===== src/logic/chip_io_pkg.sv =====
/* Shared pad counts, register map and bus types of the chip I/O subsystem.
   MIO pads sit at indices 0 to 7 of every pad vector and DIO pads at 8 to 11. */

package chip_io_pkg;

  parameter int NMioPads = 8;
  parameter int NDioPads = 4;
  parameter int NumIOs   = NMioPads + NDioPads;
  parameter int AttrDw   = 2;   // Bit 0 invert, bit 1 open-drain
  parameter int RegAw    = 3;
  parameter int RegDw    = 16;

  // IEEE 1149.1 requires bit 0 set
  parameter logic [31:0] IdcodeValue = 32'h0c10_64a3;

  typedef logic [NumIOs-1:0] io_vec_t;
  typedef logic [AttrDw-1:0] pad_attr_t;
  typedef logic [RegAw-1:0]  reg_addr_t;
  typedef logic [RegDw-1:0]  reg_data_t;

  ////////////////////////////////////////////////////////////////////////////
  // Register map
  ////////////////////////////////////////////////////////////////////////////

  parameter reg_addr_t RegIoOut   = 3'd0;
  parameter reg_addr_t RegIoOe    = 3'd1;
  parameter reg_addr_t RegIoIn    = 3'd2;  // Read only
  parameter reg_addr_t RegMioAttr = 3'd3;
  parameter reg_addr_t RegDioAttr = 3'd4;

  // Host side of the four-phase port
  typedef struct packed {
    logic      req;
    logic      we;
    reg_addr_t addr;
    reg_data_t wdata;
  } reg_req_t;

  typedef struct packed {
    logic      ack;
    reg_data_t rdata;
  } reg_rsp_t;

  typedef enum logic [3:0] {
    TestLogicReset, RunTestIdle,
    SelectDrScan, CaptureDr, ShiftDr, Exit1Dr, PauseDr, Exit2Dr, UpdateDr,
    SelectIrScan, CaptureIr, ShiftIr, Exit1Ir, PauseIr, Exit2Ir, UpdateIr
  } tap_state_t;

endpackage


===== src/logic/chip_io_top.sv =====
/* Chip I/O top. Pads appear as separate in, out and oe vectors. The strap
   at JtagEnIdx hands five pads to the TAP. */

module chip_io_top #(
  parameter int unsigned          JtagEnIdx    = 7,
  parameter int unsigned          TrstIdx      = 6,
  parameter int unsigned          TckIdx       = 8,
  parameter int unsigned          TmsIdx       = 9,
  parameter int unsigned          TdiIdx       = 10,
  parameter int unsigned          TdoIdx       = 11,
  parameter chip_io_pkg::io_vec_t TieOffValues = chip_io_pkg::io_vec_t'(1) << TmsIdx
) (
  input  logic                  clk_i,
  input  logic                  rst_n_i,
  // Host register port
  input  chip_io_pkg::reg_req_t reg_req_i,
  output chip_io_pkg::reg_rsp_t reg_rsp_o,
  // Pads
  input  chip_io_pkg::io_vec_t  pad_in_i,
  output chip_io_pkg::io_vec_t  pad_out_o,
  output chip_io_pkg::io_vec_t  pad_oe_o
);

  import chip_io_pkg::*;

  logic                   rst_n;                 // Synchronized release
  io_vec_t                in_padring, out_padring, oe_padring;
  io_vec_t                in_core, out_core, oe_core;
  pad_attr_t [NumIOs-1:0] attr;
  logic                   jtag_tck, jtag_tms, jtag_tdi, jtag_trst_n;
  logic                   jtag_tdo, jtag_tdo_en;

  ////////////////////////////////////////////////////////////////////////////
  // Pad ring and JTAG overlay
  ////////////////////////////////////////////////////////////////////////////

  pad_ring pad_ring_i (
    .clk_i     ( clk_i       ),
    .rst_n_i   ( rst_n_i     ),
    .rst_n_o   ( rst_n       ),
    .pad_in_i  ( pad_in_i    ),
    .pad_out_o ( pad_out_o   ),
    .pad_oe_o  ( pad_oe_o    ),
    .in_o      ( in_padring  ),
    .out_i     ( out_padring ),
    .oe_i      ( oe_padring  ),
    .attr_i    ( attr        )
  );

  jtag_mux #(
    .JtagEnIdx    ( JtagEnIdx    ),
    .TrstIdx      ( TrstIdx      ),
    .TckIdx       ( TckIdx       ),
    .TmsIdx       ( TmsIdx       ),
    .TdiIdx       ( TdiIdx       ),
    .TdoIdx       ( TdoIdx       ),
    .TieOffValues ( TieOffValues )
  ) jtag_mux_i (
    .in_padring_i  ( in_padring  ),
    .out_padring_o ( out_padring ),
    .oe_padring_o  ( oe_padring  ),
    .in_core_o     ( in_core     ),
    .out_core_i    ( out_core    ),
    .oe_core_i     ( oe_core     ),
    .jtag_tck_o    ( jtag_tck    ),
    .jtag_tms_o    ( jtag_tms    ),
    .jtag_tdi_o    ( jtag_tdi    ),
    .jtag_trst_no  ( jtag_trst_n ),
    .jtag_tdo_i    ( jtag_tdo    ),
    .jtag_tdo_en_i ( jtag_tdo_en )
  );

  ////////////////////////////////////////////////////////////////////////////
  // Core side
  ////////////////////////////////////////////////////////////////////////////

  jtag_tap jtag_tap_i (
    .clk_i    ( clk_i       ),
    .rst_n_i  ( rst_n       ),
    .tck_i    ( jtag_tck    ),
    .tms_i    ( jtag_tms    ),
    .tdi_i    ( jtag_tdi    ),
    .trst_ni  ( jtag_trst_n ),
    .tdo_o    ( jtag_tdo    ),
    .tdo_en_o ( jtag_tdo_en )
  );

  io_reg_core io_reg_core_i (
    .clk_i     ( clk_i     ),
    .rst_n_i   ( rst_n     ),
    .reg_req_i ( reg_req_i ),
    .reg_rsp_o ( reg_rsp_o ),
    .io_in_i   ( in_core   ),
    .io_out_o  ( out_core  ),
    .io_oe_o   ( oe_core   ),
    .attr_o    ( attr      )
  );

endmodule


===== src/logic/io_reg_core.sv =====
/* Register block behind the four-phase req/ack port. One access per handshake;
   the host must hold req, we, addr and wdata until ack is seen. */

module io_reg_core (
  input  logic                                            clk_i,
  input  logic                                            rst_n_i,
  input  chip_io_pkg::reg_req_t                           reg_req_i,
  output chip_io_pkg::reg_rsp_t                           reg_rsp_o,
  input  chip_io_pkg::io_vec_t                            io_in_i,
  output chip_io_pkg::io_vec_t                            io_out_o,
  output chip_io_pkg::io_vec_t                            io_oe_o,
  output chip_io_pkg::pad_attr_t [chip_io_pkg::NumIOs-1:0] attr_o
);

  import chip_io_pkg::*;

  localparam int MioAttrW = NMioPads * AttrDw;
  localparam int DioAttrW = NDioPads * AttrDw;

  logic                       ack_q;
  logic                       access;
  reg_data_t                  rdata_q, rdata_d;
  io_vec_t                    io_out_q, io_oe_q;
  pad_attr_t [NMioPads-1:0]   mio_attr_q;
  pad_attr_t [NDioPads-1:0]   dio_attr_q;

  // First edge of a new request
  assign access = reg_req_i.req & ~ack_q;

  // Read mux, unmapped addresses give 0
  always_comb begin
    rdata_d = '0;
    case (reg_req_i.addr)
      RegIoOut:   rdata_d = reg_data_t'(io_out_q);
      RegIoOe:    rdata_d = reg_data_t'(io_oe_q);
      RegIoIn:    rdata_d = reg_data_t'(io_in_i);
      RegMioAttr: rdata_d = reg_data_t'(mio_attr_q);
      RegDioAttr: rdata_d = reg_data_t'(dio_attr_q);
      default:    rdata_d = '0;
    endcase
  end

  ////////////////////////////////////////////////////////////////////////////
  // Handshake and register writes
  ////////////////////////////////////////////////////////////////////////////

  always_ff @(posedge clk_i or negedge rst_n_i) begin
    if (!rst_n_i) begin
      ack_q      <= 1'b0;
      io_out_q   <= '0;
      io_oe_q    <= '0;
      mio_attr_q <= '0;
      dio_attr_q <= '0;
    end else begin
      if (access) begin
        ack_q <= 1'b1;
        if (reg_req_i.we) begin
          case (reg_req_i.addr)
            RegIoOut:   io_out_q   <= reg_req_i.wdata[NumIOs-1:0];
            RegIoOe:    io_oe_q    <= reg_req_i.wdata[NumIOs-1:0];
            RegMioAttr: mio_attr_q <= reg_req_i.wdata[MioAttrW-1:0];
            RegDioAttr: dio_attr_q <= reg_req_i.wdata[DioAttrW-1:0];
            default:    ;       // RegIoIn and holes ignore writes
          endcase
        end
      end else if (!reg_req_i.req) begin
        ack_q <= 1'b0;
      end
    end
  end

  // Held while ack is high
  always_ff @(posedge clk_i) begin
    if (access) begin
      rdata_q <= rdata_d;
    end
  end

  assign reg_rsp_o.ack   = ack_q;
  assign reg_rsp_o.rdata = rdata_q;

  assign io_out_o = io_out_q;
  assign io_oe_o  = io_oe_q;
  assign attr_o   = {dio_attr_q, mio_attr_q};   // DIO attributes on top

  assert property (@(posedge clk_i) disable iff (!rst_n_i)
    $rose(reg_rsp_o.ack) |-> $past(reg_req_i.req))
    else $error("ack rose without req");

  assert property (@(posedge clk_i) disable iff (!rst_n_i)
    $fell(reg_rsp_o.ack) |-> !$past(reg_req_i.req))
    else $error("ack fell while req still high");

endmodule


===== src/logic/jtag_mux.sv =====
/* JTAG overlay on the pad vectors, selected by an active high strap pin.
   The strap is taken from the synchronized inputs, so it switches two clocks late. */

module jtag_mux #(
  parameter int unsigned          JtagEnIdx    = 7,
  parameter int unsigned          TrstIdx      = 6,
  parameter int unsigned          TckIdx       = 8,
  parameter int unsigned          TmsIdx       = 9,
  parameter int unsigned          TdiIdx       = 10,
  parameter int unsigned          TdoIdx       = 11,
  parameter chip_io_pkg::io_vec_t TieOffValues = chip_io_pkg::io_vec_t'(1) << TmsIdx
) (
  // Pad ring side
  input  chip_io_pkg::io_vec_t in_padring_i,
  output chip_io_pkg::io_vec_t out_padring_o,
  output chip_io_pkg::io_vec_t oe_padring_o,
  // Core side
  output chip_io_pkg::io_vec_t in_core_o,
  input  chip_io_pkg::io_vec_t out_core_i,
  input  chip_io_pkg::io_vec_t oe_core_i,
  // TAP side
  output logic                 jtag_tck_o,
  output logic                 jtag_tms_o,
  output logic                 jtag_tdi_o,
  output logic                 jtag_trst_no,
  input  logic                 jtag_tdo_i,
  input  logic                 jtag_tdo_en_i
);

  import chip_io_pkg::*;

  // The five pads taken over by the TAP
  localparam io_vec_t JtagMask = (io_vec_t'(1) << TckIdx) | (io_vec_t'(1) << TmsIdx) |
                                 (io_vec_t'(1) << TdiIdx) | (io_vec_t'(1) << TrstIdx) |
                                 (io_vec_t'(1) << TdoIdx);
  localparam io_vec_t StrapMask = io_vec_t'(1) << JtagEnIdx;

  // An index out of range shifts to zero, so one count covers both rules
  if ($countones(JtagMask | StrapMask) != 6) begin : gen_idx_check
    $fatal(1, "jtag_mux: pad indices must be distinct and below NumIOs");
  end

  logic jtag_en;

  assign jtag_en = in_padring_i[JtagEnIdx];

  always_comb begin
    // Straight pass-through by default
    in_core_o     = in_padring_i;
    out_padring_o = out_core_i;
    oe_padring_o  = oe_core_i;
    jtag_tck_o    = 1'b0;
    jtag_tms_o    = 1'b1;       // Idle TMS keeps the TAP parked
    jtag_tdi_o    = 1'b0;
    jtag_trst_no  = 1'b0;       // TAP held in reset
    if (jtag_en) begin
      jtag_tck_o   = in_padring_i[TckIdx];
      jtag_tms_o   = in_padring_i[TmsIdx];
      jtag_tdi_o   = in_padring_i[TdiIdx];
      jtag_trst_no = in_padring_i[TrstIdx];
      // Core sees fixed values on the overlaid pads
      in_core_o    = (in_padring_i & ~JtagMask) | (TieOffValues & JtagMask);
      oe_padring_o = oe_core_i & ~JtagMask;
      out_padring_o[TdoIdx] = jtag_tdo_i;
      oe_padring_o[TdoIdx]  = jtag_tdo_en_i;
    end
  end

endmodule


===== src/logic/jtag_tap.sv =====
/* IEEE 1149.1 TAP with IDCODE and BYPASS, run from the system clock.
   TCK must be stable for at least 4 clocks per phase. TRST is sampled, not async. */

module jtag_tap (
  input  logic clk_i,
  input  logic rst_n_i,
  input  logic tck_i,
  input  logic tms_i,
  input  logic tdi_i,
  input  logic trst_ni,
  output logic tdo_o,
  output logic tdo_en_o
);

  import chip_io_pkg::*;

  localparam logic [3:0] IrIdcode  = 4'b0001;  // All other codes select BYPASS
  localparam logic [3:0] IrCapture = 4'b0101;  // Low bits 01 as the standard asks

  logic        tck_q, tck_rise, tck_fall;
  tap_state_t  state_q, state_d;
  logic [3:0]  ir_q, ir_sr_q;
  logic [31:0] idcode_sr_q;
  logic        bypass_q, tdo_q, idcode_sel;

  assign tck_rise   = tck_i & ~tck_q;
  assign tck_fall   = ~tck_i & tck_q;
  assign idcode_sel = (ir_q == IrIdcode);

  always_comb begin
    case (state_q)
      TestLogicReset: state_d = tms_i ? TestLogicReset : RunTestIdle;
      RunTestIdle:    state_d = tms_i ? SelectDrScan   : RunTestIdle;
      SelectDrScan:   state_d = tms_i ? SelectIrScan   : CaptureDr;
      CaptureDr:      state_d = tms_i ? Exit1Dr        : ShiftDr;
      ShiftDr:        state_d = tms_i ? Exit1Dr        : ShiftDr;
      Exit1Dr:        state_d = tms_i ? UpdateDr       : PauseDr;
      PauseDr:        state_d = tms_i ? Exit2Dr        : PauseDr;
      Exit2Dr:        state_d = tms_i ? UpdateDr       : ShiftDr;
      UpdateDr:       state_d = tms_i ? SelectDrScan   : RunTestIdle;
      SelectIrScan:   state_d = tms_i ? TestLogicReset : CaptureIr;
      CaptureIr:      state_d = tms_i ? Exit1Ir        : ShiftIr;
      ShiftIr:        state_d = tms_i ? Exit1Ir        : ShiftIr;
      Exit1Ir:        state_d = tms_i ? UpdateIr       : PauseIr;
      PauseIr:        state_d = tms_i ? Exit2Ir        : PauseIr;
      Exit2Ir:        state_d = tms_i ? UpdateIr       : ShiftIr;
      UpdateIr:       state_d = tms_i ? SelectDrScan   : RunTestIdle;
      default:        state_d = TestLogicReset;
    endcase
  end

  ////////////////////////////////////////////////////////////////////////////
  // FSM and instruction register
  ////////////////////////////////////////////////////////////////////////////

  always_ff @(posedge clk_i or negedge rst_n_i) begin
    if (!rst_n_i) begin
      tck_q   <= 1'b0;
      state_q <= TestLogicReset;
      ir_q    <= IrIdcode;
    end else begin
      tck_q <= tck_i;
      if (!trst_ni) begin
        state_q <= TestLogicReset;
        ir_q    <= IrIdcode;
      end else begin
        if (tck_rise) begin
          state_q <= state_d;
        end
        if (state_q == TestLogicReset) begin
          ir_q <= IrIdcode;
        end else if (tck_rise && state_q == UpdateIr) begin
          ir_q <= ir_sr_q;          // Latched when leaving Update-IR
        end
      end
    end
  end

  // Shift paths, captured and shifted on TCK rise
  always_ff @(posedge clk_i) begin
    if (tck_rise) begin
      case (state_q)
        CaptureDr: begin
          idcode_sr_q <= IdcodeValue;
          bypass_q    <= 1'b0;
        end
        ShiftDr: begin
          idcode_sr_q <= {tdi_i, idcode_sr_q[31:1]};
          bypass_q    <= tdi_i;
        end
        CaptureIr: ir_sr_q <= IrCapture;
        ShiftIr:   ir_sr_q <= {tdi_i, ir_sr_q[3:1]};
        default:   ;
      endcase
    end
    if (tck_fall) begin
      if (state_q == ShiftIr) begin
        tdo_q <= ir_sr_q[0];
      end else begin
        tdo_q <= idcode_sel ? idcode_sr_q[0] : bypass_q;
      end
    end
  end

  assign tdo_o    = tdo_q;
  assign tdo_en_o = (state_q == ShiftDr) || (state_q == ShiftIr);

  assert property (@(posedge clk_i) disable iff (!rst_n_i)
    !trst_ni |=> state_q == TestLogicReset)
    else $error("TAP not in Test-Logic-Reset after TRST");

endmodule


===== src/logic/pad_ring.sv =====
/* Pad ring model. Inputs are de-inverted and then pass two flops, so the core
   sees a pad change two clocks later. The output and oe path is combinational. */

module pad_ring (
  input  logic                                            clk_i,
  input  logic                                            rst_n_i,
  output logic                                            rst_n_o,
  // Pad side
  input  chip_io_pkg::io_vec_t                            pad_in_i,
  output chip_io_pkg::io_vec_t                            pad_out_o,
  output chip_io_pkg::io_vec_t                            pad_oe_o,
  // Core side
  output chip_io_pkg::io_vec_t                            in_o,
  input  chip_io_pkg::io_vec_t                            out_i,
  input  chip_io_pkg::io_vec_t                            oe_i,
  input  chip_io_pkg::pad_attr_t [chip_io_pkg::NumIOs-1:0] attr_i
);

  import chip_io_pkg::*;

  logic [1:0] rst_sync_q;
  io_vec_t    inv, od;
  io_vec_t    in_meta_q, in_sync_q;

  // Assert asynchronously, release after two clocks
  always_ff @(posedge clk_i or negedge rst_n_i) begin
    if (!rst_n_i) begin
      rst_sync_q <= 2'b00;
    end else begin
      rst_sync_q <= {rst_sync_q[0], 1'b1};
    end
  end

  assign rst_n_o = rst_sync_q[1];

  // Split the attribute fields
  always_comb begin
    for (int i = 0; i < NumIOs; i++) begin
      inv[i] = attr_i[i][0];
      od[i]  = attr_i[i][1];
    end
  end

  always_ff @(posedge clk_i or negedge rst_n_o) begin
    if (!rst_n_o) begin
      in_meta_q <= '0;
      in_sync_q <= '0;
    end else begin
      in_meta_q <= pad_in_i ^ inv;
      in_sync_q <= in_meta_q;
    end
  end

  assign in_o = in_sync_q;

  assign pad_out_o = out_i ^ inv;
  // Open-drain pads only drive a 0
  assign pad_oe_o  = oe_i & ~(od & pad_out_o);

  assert property (@(posedge clk_i) disable iff (!rst_n_o)
    (pad_oe_o & od & pad_out_o) == '0)
    else $error("Open-drain pad driving a 1");

endmodule

===== config.mk =====
export PLATFORM = sky130hd
export DESIGN_NAME = chip_io_top
export DESIGN_NICKNAME = d
export VERILOG_FILES = /design/src/logic/chip_io_pkg.sv /design/src/logic/chip_io_top.sv /design/src/logic/io_reg_core.sv /design/src/logic/jtag_mux.sv /design/src/logic/jtag_tap.sv /design/src/logic/pad_ring.sv
export SDC_FILE = /design/constraint.sdc
export NUM_CORES = 1
export LEC_CHECK = 0
export BUFFER_PORTS_ARGS = -buffer_cell sky130_fd_sc_hd__buf_2
export CORE_MARGIN = 5
export CORE_UTILIZATION = 45
export CTS_BUF_LIST = sky130_fd_sc_hd__clkbuf_8
export DETAILED_ROUTE_END_ITERATION = 8
export PLACE_DENSITY = 0.68
export SETUP_SLACK_MARGIN = 0.1
export SYNTH_ARGS = -nofsm -noshare
export SYNTH_HDL_FRONTEND = slang
export SYNTH_SLANG_ARGS = --single-unit

===== constraint.sdc =====
create_clock -name clk_i -period 3.4 [get_ports clk_i]
set_input_delay 0.51 -clock clk_i [delete_from_list [all_inputs] [get_ports clk_i]]
set_output_delay 0.51 -clock clk_i [all_outputs]
set_load 0.1 [all_outputs]

==> impl_metrics.toml, run 1 <==
[run_status]
status = "finished clean"

[clock_tree]
cts_tree = "built"
clockBufferDepth = 2
h-tree-depth = 4
cts_made_buffers = 17
root_buffer = "clkbuf_8"
post-cts-setup-buffers = 0
clk_latency_ns = 0.44
cts.clk_slew.worst_paths_ns = 0.07
cts.sinks = 138

[layout]
drive_gt1_share_pct = 36.2
synthToLayoutAreaGrowth_pct = 17.0
finalNetCount = 538
n_antenna_cell = 0

[logic_synthesis]
ys_seq_area_share_pct = 62.7
syn_nets = 466
synthFlopType = "dfrtp_1"
synth_xor_area_share_pct = 3.54
synth-edff-count = 54
synth_common_cells = "83 x dfrtp_1, 54 x edfxtp_1, 45 x mux2_2"
synth.most_common_cell = "dfrtp_1"
synth_cells = 431
yosysUniqueCellTypes = 53
synth_mux_area_share_pct = 11.4
synth_area_leaders = "dfrtp_1 35%, edfxtp_1 27%, mux2_2 8.5%"
syn_avg_cell_area_um2 = 13.8
synth-async-reset-ratio_pct = 60.9
ys_ff_latch = 138
synth-adder-area-share_pct = 0
synth_top_family_by_area = "multiplexers"
synth_compound_area_share_pct = 9.03
yosys_warnings = 0
synthSimpleGateAreaFrac_pct = 10.4
synth_top_area_share_pct = 34.9
yosys.area.top_type = "dfrtp_1"
syn-cell-area_um2 = 5940

[critical_path]
worstPathArrival_ns = 2.47
r2r-end = "jtag_tap_i.idcode_sr_q[19]$_SDFFCE_PN0P_"
rr_worst_depth = 5
endpoint = "pad_oe_o[11]"
required_ns = 2.89
path_cells = "nor4b_4 -> buf_4 -> a31oi_1 -> a221oi_2 -> buf_2"
critical-path-top-delay-family = "buffers and inverters"
cp.depth = 5
worstSetupPathType = "flop to output pin"
rr_startpoint = "jtag_tap_i.state_q[1]$_DFFE_PN0P_"
cpPeakStageDelay_ns = 0.64
cp-end-kind = "output pin"
crit_path_start_kind = "flop"
slowest_stage = "dfrtp_1"
critPathLaunch = "jtag_tap_i.state_q[2]$_DFFE_PN0P_"
cp_num_buf_inv = 2
r2r_slack_ns = 1.39
critPathMaxFanout = 34

[timing]
rsz0062_at_grt = "no"
fin_crit_ns = 2.98
slew_violations = 0
fin_skew_ns = 0.0147
worstMarginPinSlew_ns = 1.06
fin_hold_ws_ns = 0.207
relSlewSlack_pct = 29.1
max_freq_ghz = 0.336
setup-violations-final = 0
hold_violations = 0
fin_crit_sh_pct = 87.5
fin_tns_setup_ns = 0

[detailed_routing]
avgViaCountPerCell = 5.37
firstDrtPassIters = 7
postRouteAntennaNets = 0
drt_iter0_markers = 240
drc = 0
drt-total-wl_um = 12700
num_vias = 3718
routedWlPerCell_um = 18.3

[grt]
overflow = 0
grt_pass1_wl_um = 20700
use_met2_pct = 26.5
use_met3_pct = 4.05
met1_usage_pct = 22.6
grt-busiest-layer = "met2"
antenna_found_initial = 0
grtUsageTotal_pct = 16.9
grt_max_degree = 83
grt_pass1_vias = 3919

[placed_design]
port_buffers = 75
dp_hpwl_um = 8420
place.gp.congestion = 0.807

[floorplan]
ioPinCount = 76
dieArea_um2 = 15600
core.rowCount = 42
die_h_um = 125
start_util_pct = 45.4
core_area_um2 = 13100
die_w_um = 125

[hold_path]
min_path_type = "input port to flop"
holdPathStages = 1

[run]
max_cap_viol_count = 0

[pwr]
p_per_area_nw_per_um2 = 699
leakage_nw = 2.91
ir_drop_uv = 577
-- metal layers --
layer	vias to the layer above	share of wire [%]
met5	-	0
met1	1882	44
met2	125	48
met4	0	2.0
met3	23	5.3
li1	1688	-
-- power by group --
| part | internal, mW | switching (mW) | total [mW] |
|---|---|---|---|
| combinational | 0.326 | 0.995 | 1.32 |
| clock | 0.813 | 0.591 | 1.40 |
| sequential | 1.93 | 0.206 | 2.13 |
| total | 3.07 | 1.79 | 4.86 |
-- state kept, by name, summed over array words and instances (netlist names), 2 cells and up --
| signal | flops |
|---|---|
| pad_ring_i.in_meta_q | 12 |
| io_reg_core_i.attr_o | 24 |
| pad_ring_i.rst_sync_q | 2 |
| io_reg_core_i.io_out_o | 12 |
| pad_ring_i.in_o | 12 |
| jtag_tap_i.ir_q | 4 |
| jtag_tap_i.state_q | 4 |
| io_reg_core_i.rdata_q | 16 |
| jtag_tap_i.ir_sr_q | 4 |
| jtag_tap_i.idcode_sr_q | 32 |
| io_reg_core_i.io_oe_o | 12 |
-- stage by stage --
step / worst slack (ns) / cell area [um^2] / total power, mW / utilization, % / std cells
floorplan: 0.141 / 6050 / 3.24 / - / 431
CTS: 0.394 / 6960 / 4.90 / 53.2 / 692
global route: 0.256 / 6960 / 5.05 / 53.2 / 692
global placement: 0.946 / 6520 / 3.47 / 49.8 / 659
detailed placement: 0.886 / 6520 / 3.49 / 49.8 / 659
finish: 0.424 / 6960 / 4.86 / 53.2 / 692
-- cells in the final DEF, fill, tap and decap left out, types with 2 or more instances in the layout --
master / synthesis / layout
dfrtp_1: 83 / 82
buf_2: 5 / 75
edfxtp_1: 54 / 54
mux2_2: 45 / 45
and2_1: 26 / 26
clkbuf_8: 0 / 22
a22oi_1: 19 / 19
nor2_1: 15 / 15
nand2b_1: 15 / 15
a21oi_1: 14 / 14
xor2_1: 23 / 12
nand2_1: 11 / 11
xor2_2: 0 / 11
mux2_4: 10 / 10
nor2b_1: 9 / 9
a211oi_1: 9 / 9
o22ai_1: 9 / 9
a21boi_1: 0 / 7
inv_1: 4 / 7
o21ai_0: 7 / 7
nand4_1: 4 / 4
o211ai_1: 4 / 4
buf_4: 3 / 4
and3_1: 3 / 3
nand3_1: 3 / 3
bufinv_16: 0 / 3
clkinv_2: 0 / 3
nor2b_4: 2 / 2
mux2i_1: 2 / 2
or2_2: 2 / 2
or2b_1: 2 / 2
-- worst min path at each step --
stage	from	to
finish	reg_req_i[20]	io_reg_core_i.ack_q$_DFFE_PN0P_
global route	reg_req_i[20]	io_reg_core_i.ack_q$_DFFE_PN0P_
global placement	rst_n_i	pad_ring_i.rst_sync_q[0]$_DFF_PN0_
CTS	reg_req_i[20]	io_reg_core_i.ack_q$_DFFE_PN0P_
detailed placement	rst_n_i	pad_ring_i.rst_sync_q[0]$_DFF_PN0_
floorplan	rst_n_i	pad_ring_i.rst_sync_q[0]$_DFF_PN0_
-- repair_timing --
item | CTS | global route
endpoints found under the hold margin | 2 | 0
resized for setup | 0 | 0
hold buffers | 1 | 0
-- worst register-to-register path: stages (launching register included) --
cell	delay, ns
dfrtp_1	0.63
inv_1	0.19
nor2_1	0.14
a21oi_1	0.11
nor3_4	0.18
buf_4	0.41
-- area by class of cell --
class                      count  area, um^2
sequential                   138        3730
tap                          176         220
clock buffer                  22         303
fill                        1121        6130
timing repair buffer          80         415
clock inverter                10         123
inverter                       4        15.0
multi-input combinational    262        2150
-- cell families after synthesis --
kind of cell	after synthesis
compound gates	79
xor+xnor	24
buf+inv	31
flops	138
mux	57
other cells	1
simple gates	101
Power figures use the tool's default switching activity.
==> run 2: changes to the inputs <==
--- a/config.mk
+++ b/config.mk
@@ -10,7 +10,6 @@
 export CORE_UTILIZATION = 45
 export CTS_BUF_LIST = sky130_fd_sc_hd__clkbuf_8
 export DETAILED_ROUTE_END_ITERATION = 8
-export PLACE_DENSITY = 0.68
 export SETUP_SLACK_MARGIN = 0.1
 export SYNTH_ARGS = -nofsm -noshare
 export SYNTH_HDL_FRONTEND = slang
==> run 2 against run 1 <==
Core utilization shrank 0.38 points. First-iteration DRC count is 10% higher. Critical endpoint unchanged. Sequential power hardly changed. Highest routed layer unchanged. Critical path type unchanged. Hold slack lost 0.0067 ns.
==> impl_metrics.toml, run 2 (same netlist as run 1, synthesis figures left out) <==
[floorplan]
die_w_um = 125
ioPinCount = 76
start_util_pct = 45.4
die_h_um = 125
dieArea_um2 = 15600
core_area_um2 = 13100
core.rowCount = 42

[layout]
final_cell_mix = "82 x dfrtp_1, 75 x buf_2, 54 x edfxtp_1"
fillers = 1133
finalNetCount = 540
largest_reg_flops = 32
regMostFlops = "jtag_tap_i.idcode_sr_q"
drive_gt1_share_pct = 36.9
n_antenna_cell = 0
final_common_cell = "dfrtp_1"
synthToLayoutAreaGrowth_pct = 16.2
stdcell_count = 694

[critical_path]
cpPeakStageDelay_ns = 0.67
cp_num_buf_inv = 1
worstSetupPathType = "flop to output pin"
path_cells = "nor2b_1 -> a31oi_1 -> a221oi_2 -> buf_2"
critPathMaxFanout = 15
slowest_stage = "dfrtp_1"
r2r_slack_ns = 1.39
rr_worst_depth = 3
worstPathArrival_ns = 2.25
cp-end-kind = "output pin"
required_ns = 2.89
r2r-end = "jtag_tap_i.ir_sr_q[2]$_SDFFCE_PN1P_"
critical-path-top-delay-family = "flip-flops"
crit_path_start_kind = "flop"
critPathLaunch = "jtag_tap_i.state_q[3]$_DFFE_PN0P_"
rr_startpoint = "pad_ring_i.in_o[7]$_DFF_PN0_"

[placed_design]
dp.cells = 661
dp_hpwl_um = 8370
port_buffers = 75
place.gp.congestion = 0.772

[hold_path]
hp-start = "reg_req_i[20]"
hold-path-endpoint = "io_reg_core_i.ack_q$_DFFE_PN0P_"
holdPathStages = 1
min_path_type = "input port to flop"

[timing]
fin_skew_ns = 0.00783
relSlewSlack_pct = 44.5
rsz0062_at_grt = "no"
setup-violations-final = 0
max_freq_ghz = 0.362
hold_violations = 0
fin_tns_setup_ns = 0
slew_violations = 0
fin_crit_ns = 2.76
worstMarginPinSlew_ns = 0.831
fin_hold_ws_ns = 0.201
fin_crit_sh_pct = 81.2

[clock_tree]
post_cts_resized = 0
cts_tree = "built"
cts_made_buffers = 17
cts.clk_slew.worst_paths_ns = 0.07
h-tree-depth = 4
clockBufferDepth = 2
cts.sinks = 138
root_buffer = "clkbuf_8"
clk_latency_ns = 0.43

[grt]
grt_pass1_wl_um = 19800
antenna_found_initial = 0
grt_pass1_vias = 3628
overflow = 0
grtUsageTotal_pct = 16.4
grt_max_degree = 34

[pwr]
ir_drop_uv = 526
p_per_area_nw_per_um2 = 676
leakage_nw = 2.89

[detailed_routing]
routedWlPerCell_um = 17.9
drc = 0
postRouteAntennaNets = 0
drt-total-wl_um = 12400
firstDrtPassIters = 5
num_vias = 3614
avgViaCountPerCell = 5.21
drt_iter0_markers = 265

[run]
max_cap_viol_count = 0

[run_status]
status = "finished clean"
run 2: cell count changes in the layout (fill, tap and decap cells not counted):
cell        change
buf_4           +2
bufinv_16       -2
clkbuf_8        -3
clkinv_2        +3
clkinvlp_4      +1
inv_1           -2
inv_4           +2
inv_6           +1
run 2: power by group:
group          leakage, nW  internal [mW]  switching (mW)
Combinational         1.16          0.328           0.999
Sequential            1.53           1.93           0.197
Clock                0.198          0.608           0.610
Total                 2.89           2.86            1.81
run 2: worst max path at each step:
| stage | depth (start not counted) | slack [ns] | end |
|---|---|---|---|
| 6_report | 4 | 0.64 | pad_oe_o[11] |
| 3_3_place_gp | 4 | 1.10 | io_reg_core_i.attr_o[0]$_DFFE_PN0P_ |
| 3_5_place_dp | 4 | 1.09 | pad_oe_o[11] |
| 4_1_cts | 4 | 0.60 | pad_oe_o[11] |
| 2_1_floorplan | 4 | 0.14 | pad_oe_o[11] |
| 5_1_grt | 4 | 0.44 | pad_oe_o[11] |
run 2: worst reg2reg max path, stage by stage, from the launching register on:
cell      delay, ns
dfrtp_1        0.33
buf_4          0.26
nand3b_1       0.40
nor3_1         0.66
run 2: layout make-up:
cell class                      instances  area (um^2)  share of cell area [%]
Clock buffer                           19          262                    3.79
Clock inverter                         13         98.8                    1.43
Inverter                                4         15.0                   0.217
Multi-Input combinational cell        262         2150                    31.2
Sequential cell                       138         3730                    54.0
Tap cell                              176          220                    3.19
Timing Repair Buffer                   82          430                    6.23
run 2: timing repair:
item / CTS / global route
hold buffers: 1 / 0
hold endpoints to repair: 2 / 0
setup buffers: 0 / 0
run 2: through the flow:
| step | util, % | cell area, um^2 | worst slack [ns] | power (mW) |
|---|---|---|---|---|
| 6_report | 52.8 | 6910 | 0.639 | 4.67 |
| 5_1_grt | 52.8 | 6910 | 0.438 | 4.88 |
| 4_1_cts | 52.8 | 6910 | 0.597 | 4.73 |
| 3_5_place_dp | 50.0 | 6540 | 1.09 | 3.49 |
| 3_3_place_gp | 50.0 | 6540 | 1.10 | 3.48 |
| 2_1_floorplan | - | 6050 | 0.141 | 3.24 |
run 2: metal layers:
| layer | routed length, um | part of all wire [%] | track usage (%) |
|---|---|---|---|
| met5 | 0 | 0 | 0 |
| met4 | 192 | 1.5 | 7.08 |
| met3 | 717 | 5.8 | 4.43 |
| met2 | 5670 | 46 | 24.0 |
| met1 | 5820 | 47 | 23.2 |
==> run 3: changes to the inputs <==
--- a/config.mk
+++ b/config.mk
@@ -5,11 +5,13 @@
 export SDC_FILE = /design/constraint.sdc
 export NUM_CORES = 1
 export LEC_CHECK = 0
+export ABC_AREA = 1
 export BUFFER_PORTS_ARGS = -buffer_cell sky130_fd_sc_hd__buf_2
 export CORE_MARGIN = 5
 export CORE_UTILIZATION = 45
 export CTS_BUF_LIST = sky130_fd_sc_hd__clkbuf_8
 export DETAILED_ROUTE_END_ITERATION = 8
+export PLACE_DENSITY = 0.67
 export SETUP_SLACK_MARGIN = 0.1
 export SYNTH_ARGS = -nofsm -noshare
 export SYNTH_HDL_FRONTEND = slang
==> constraint.sdc (replaced) <==
create_clock -name clk_i -period 2.5 [get_ports clk_i]
set_input_delay 0.375 -clock clk_i [delete_from_list [all_inputs] [get_ports clk_i]]
set_output_delay 0.375 -clock clk_i [all_outputs]
set_load 0.1 [all_outputs]
==> run 3 against run 2 <==
Non-clock buffer count is 2 higher. Critical path depth is 3 higher. Core utilization is 0.68 points higher. Count of clock-buffer cells in the layout is 1 lower. Area after synthesis is 2.2% higher. Clock power is 34% higher. Setup slack worse by 0.40 ns. First-iteration DRC count is 28% higher. Global-route usage is 0.51 points higher. Routed wire length is 4.6% higher. Hold slack worse by 0.14 ns. Cell count is 26% higher.
==> impl_metrics.toml, run 3 <==
[logic_synthesis]
synth-edff-count = 54
yosys_warnings = 0
syn-cell-area_um2 = 6080
synthFlopType = "dfrtp_1"
syn_nets = 635
synth.most_common_cell = "nand2_1"
yosysUniqueCellTypes = 35
syn_avg_cell_area_um2 = 10.1
ys_seq_area_share_pct = 61.3
yosys.area.top_type = "dfrtp_1"
synth-async-reset-ratio_pct = 60.9
synth_top_area_share_pct = 34.2
synth_area_leaders = "dfrtp_1 34%, edfxtp_1 27%, nand2_1 9.1%"
synth_common_cells = "148 x nand2_1, 84 x inv_1, 83 x dfrtp_1"
synth_cells = 600
ys_ff_latch = 138

[timing]
finalWorstSetupSlack_ns = 0.244
slew_violations = 0
hold_violations = 0
setup-violations-final = 0
max_freq_ghz = 0.443
rsz0062_at_grt = "no"
fin_crit_sh_pct = 90.2
worstMarginPinSlew_ns = 0.585
fin_skew_ns = 0.0103
relSlewSlack_pct = 60.9
fin_crit_ns = 2.26

[layout]
synthToLayoutAreaGrowth_pct = 16.5
regMostFlops = "jtag_tap_i.idcode_sr_q"
stdcell_count = 874
finalNetCount = 720
register_area_um2 = 3730
multi_input_area_um2 = 1980
n_antenna_cell = 0
fin_util_pct = 53.5
final_cell_area_um2 = 7080
final_common_cell = "nand2_1"
fillers = 1194
drive_gt1_share_pct = 27.5
largest_reg_flops = 32
final_cell_mix = "148 x nand2_1, 84 x inv_1, 82 x dfrtp_1"

[grt]
grt_pass1_wl_um = 21200
grt_max_degree = 49
grt-busiest-layer = "met2"
met1_usage_pct = 22.1
antenna_found_initial = 0
use_met3_pct = 4.74
grt_pass1_vias = 4201
grtUsageTotal_pct = 16.9
overflow = 0
use_met2_pct = 27.4

[clock_tree]
post-cts-setup-buffers = 0
cts.sinks = 138
h-tree-depth = 4
clockBufferDepth = 2
root_buffer = "clkbuf_8"
clk_latency_ns = 0.44
cts_made_buffers = 17
cts_tree = "built"
cts.clk_slew.worst_paths_ns = 0.08

[detailed_routing]
routedWlPerCell_um = 14.8
drt_iter0_markers = 339
num_vias = 4213
postRouteAntennaNets = 0
firstDrtPassIters = 8
drt-total-wl_um = 13000
avgViaCountPerCell = 4.82
drc = 0

[pwr]
seq_power_share_pct = 46.0
pwr-share-clk_pct = 26.3
p_switching_mw = 2.45
p_sw_share_pct = 39.4
power_mw = 6.21
leakage_nw = 3.48
p_comb_share_pct = 27.7
p_per_area_nw_per_um2 = 877
intPower_mw = 3.76
ir_drop_uv = 717

[floorplan]
die_w_um = 126
dieArea_um2 = 15900
ioPinCount = 76
die_h_um = 126
core.rowCount = 42
start_util_pct = 45.9
core_area_um2 = 13200

[critical_path]
crit_path_start_kind = "flop"
cp-end-kind = "output pin"
worstPathArrival_ns = 1.88
critPathMaxFanout = 5
required_ns = 2.12
worstSetupPathType = "flop to output pin"

[placed_design]
place_ws_ns = 0.635
port_buffers = 75
place_area_um2 = 6710
dp.cells = 841
dp_hpwl_um = 9130
place.gp.congestion = 0.812

[run]
max_cap_viol_count = 0

[hold_path]
min_path_type = "input port to flop"

[run_status]
status = "finished clean"
-- run 3: cell types whose count changed after synthesis, moves of 26 or more --
| cell | previous run | this run |
|---|---|---|
| nand2_1 | 11 | 148 |
| inv_1 | 4 | 84 |
| and2_1 | 26 | 0 |
| nor2_1 | 15 | 51 |
| mux2_2 | 45 | 0 |
| o21ai_2 | 0 | 33 |
-- run 3: path summary, 6_finish.rpt --
check | startpoint | end | slack [ns] | depth (start not counted)
worst max-delay path | jtag_tap_i.state_q[3]$_DFFE_PN0P_ | pad_oe_o[11] | 0.24 | 7
worst min-delay path | reg_req_i[20] | io_reg_core_i.ack_q$_DFFE_PN0P_ | 0.06 | 1
worst max register to register | jtag_tap_i.state_q[2]$_DFFE_PN0P_ | jtag_tap_i.idcode_sr_q[13]$_SDFFCE_PN1P_ | 0.72 | 4
worst min register to register | pad_ring_i.rst_sync_q[1]$_DFF_PN0_ | jtag_tap_i.state_q[3]$_DFFE_PN0P_ | 0.30 | 0
max in group asynchronous | pad_ring_i.rst_sync_q[1]$_DFF_PN0_ | pad_ring_i.in_o[4]$_DFF_PN0_ | 1.56 | 1
min in group asynchronous | rst_n_i | pad_ring_i.rst_sync_q[1]$_DFF_PN0_ | 0.24 | 2
-- run 3: power by group through the flow --
stage | combinational, mW | clock (mW) | sequential [mW]
2_1_floorplan | 1.32 | 0 | 2.94
3_3_place_gp | 1.70 | 0 | 2.89
3_5_place_dp | 1.73 | 0 | 2.90
4_1_cts | 1.73 | 1.67 | 2.86
5_1_grt | 1.81 | 1.79 | 2.89
6_report | 1.72 | 1.63 | 2.85
-- run 3: cell families after synthesis --
logic type,count (synthesis),synth area share [%]
and+or+nand+nor,249,17.8
DFF,138,61.3
buffers and inverters,104,7.80
AOI/OAI and AO/OA,84,9.55
xor gates and xnor gates,24,3.46
other,1,0.0617
-- run 3: final cells by class --
type | instances | share of cell area, %
timing repair buffer | 84 | 6.68
tap | 176 | 3.11
multi-input combinational | 358 | 28.0
sequential | 138 | 52.7
clock buffer | 18 | 3.50
clock inverter | 14 | 1.52
inverter | 86 | 4.56
-- run 3: stage by stage --
stage	hold slack, ns	TNS [ns]
3_3_place_gp	0.160	0
5_1_grt	0.0338	0
2_1_floorplan	0.0794	-0.230
3_5_place_dp	0.164	0
4_1_cts	0.0369	0
6_report	0.0563	0
-- run 3: what timing repair did --
action,CTS,global route
endpoints found under the setup margin,0,2
hold buffers,1,0
hold endpoints to repair,2,0
resized for setup,0,4
-- run 3: worst max-delay path, cell delays in order, from the launching register on --
cell and delay (ns):
dfrtp_1 0.40, inv_1 0.11, nor2_4 0.15, inv_1 0.07
nor2_2 0.18, o22ai_1 0.13, a21oi_2 0.21, buf_12 0.21
-- run 3: layer usage --
layer | vias up | routed length, um
li1 | 2072 | -
met1 | 1997 | 5760
met2 | 125 | 6310
met3 | 19 | 663
met4 | 0 | 240
met5 | - | 0
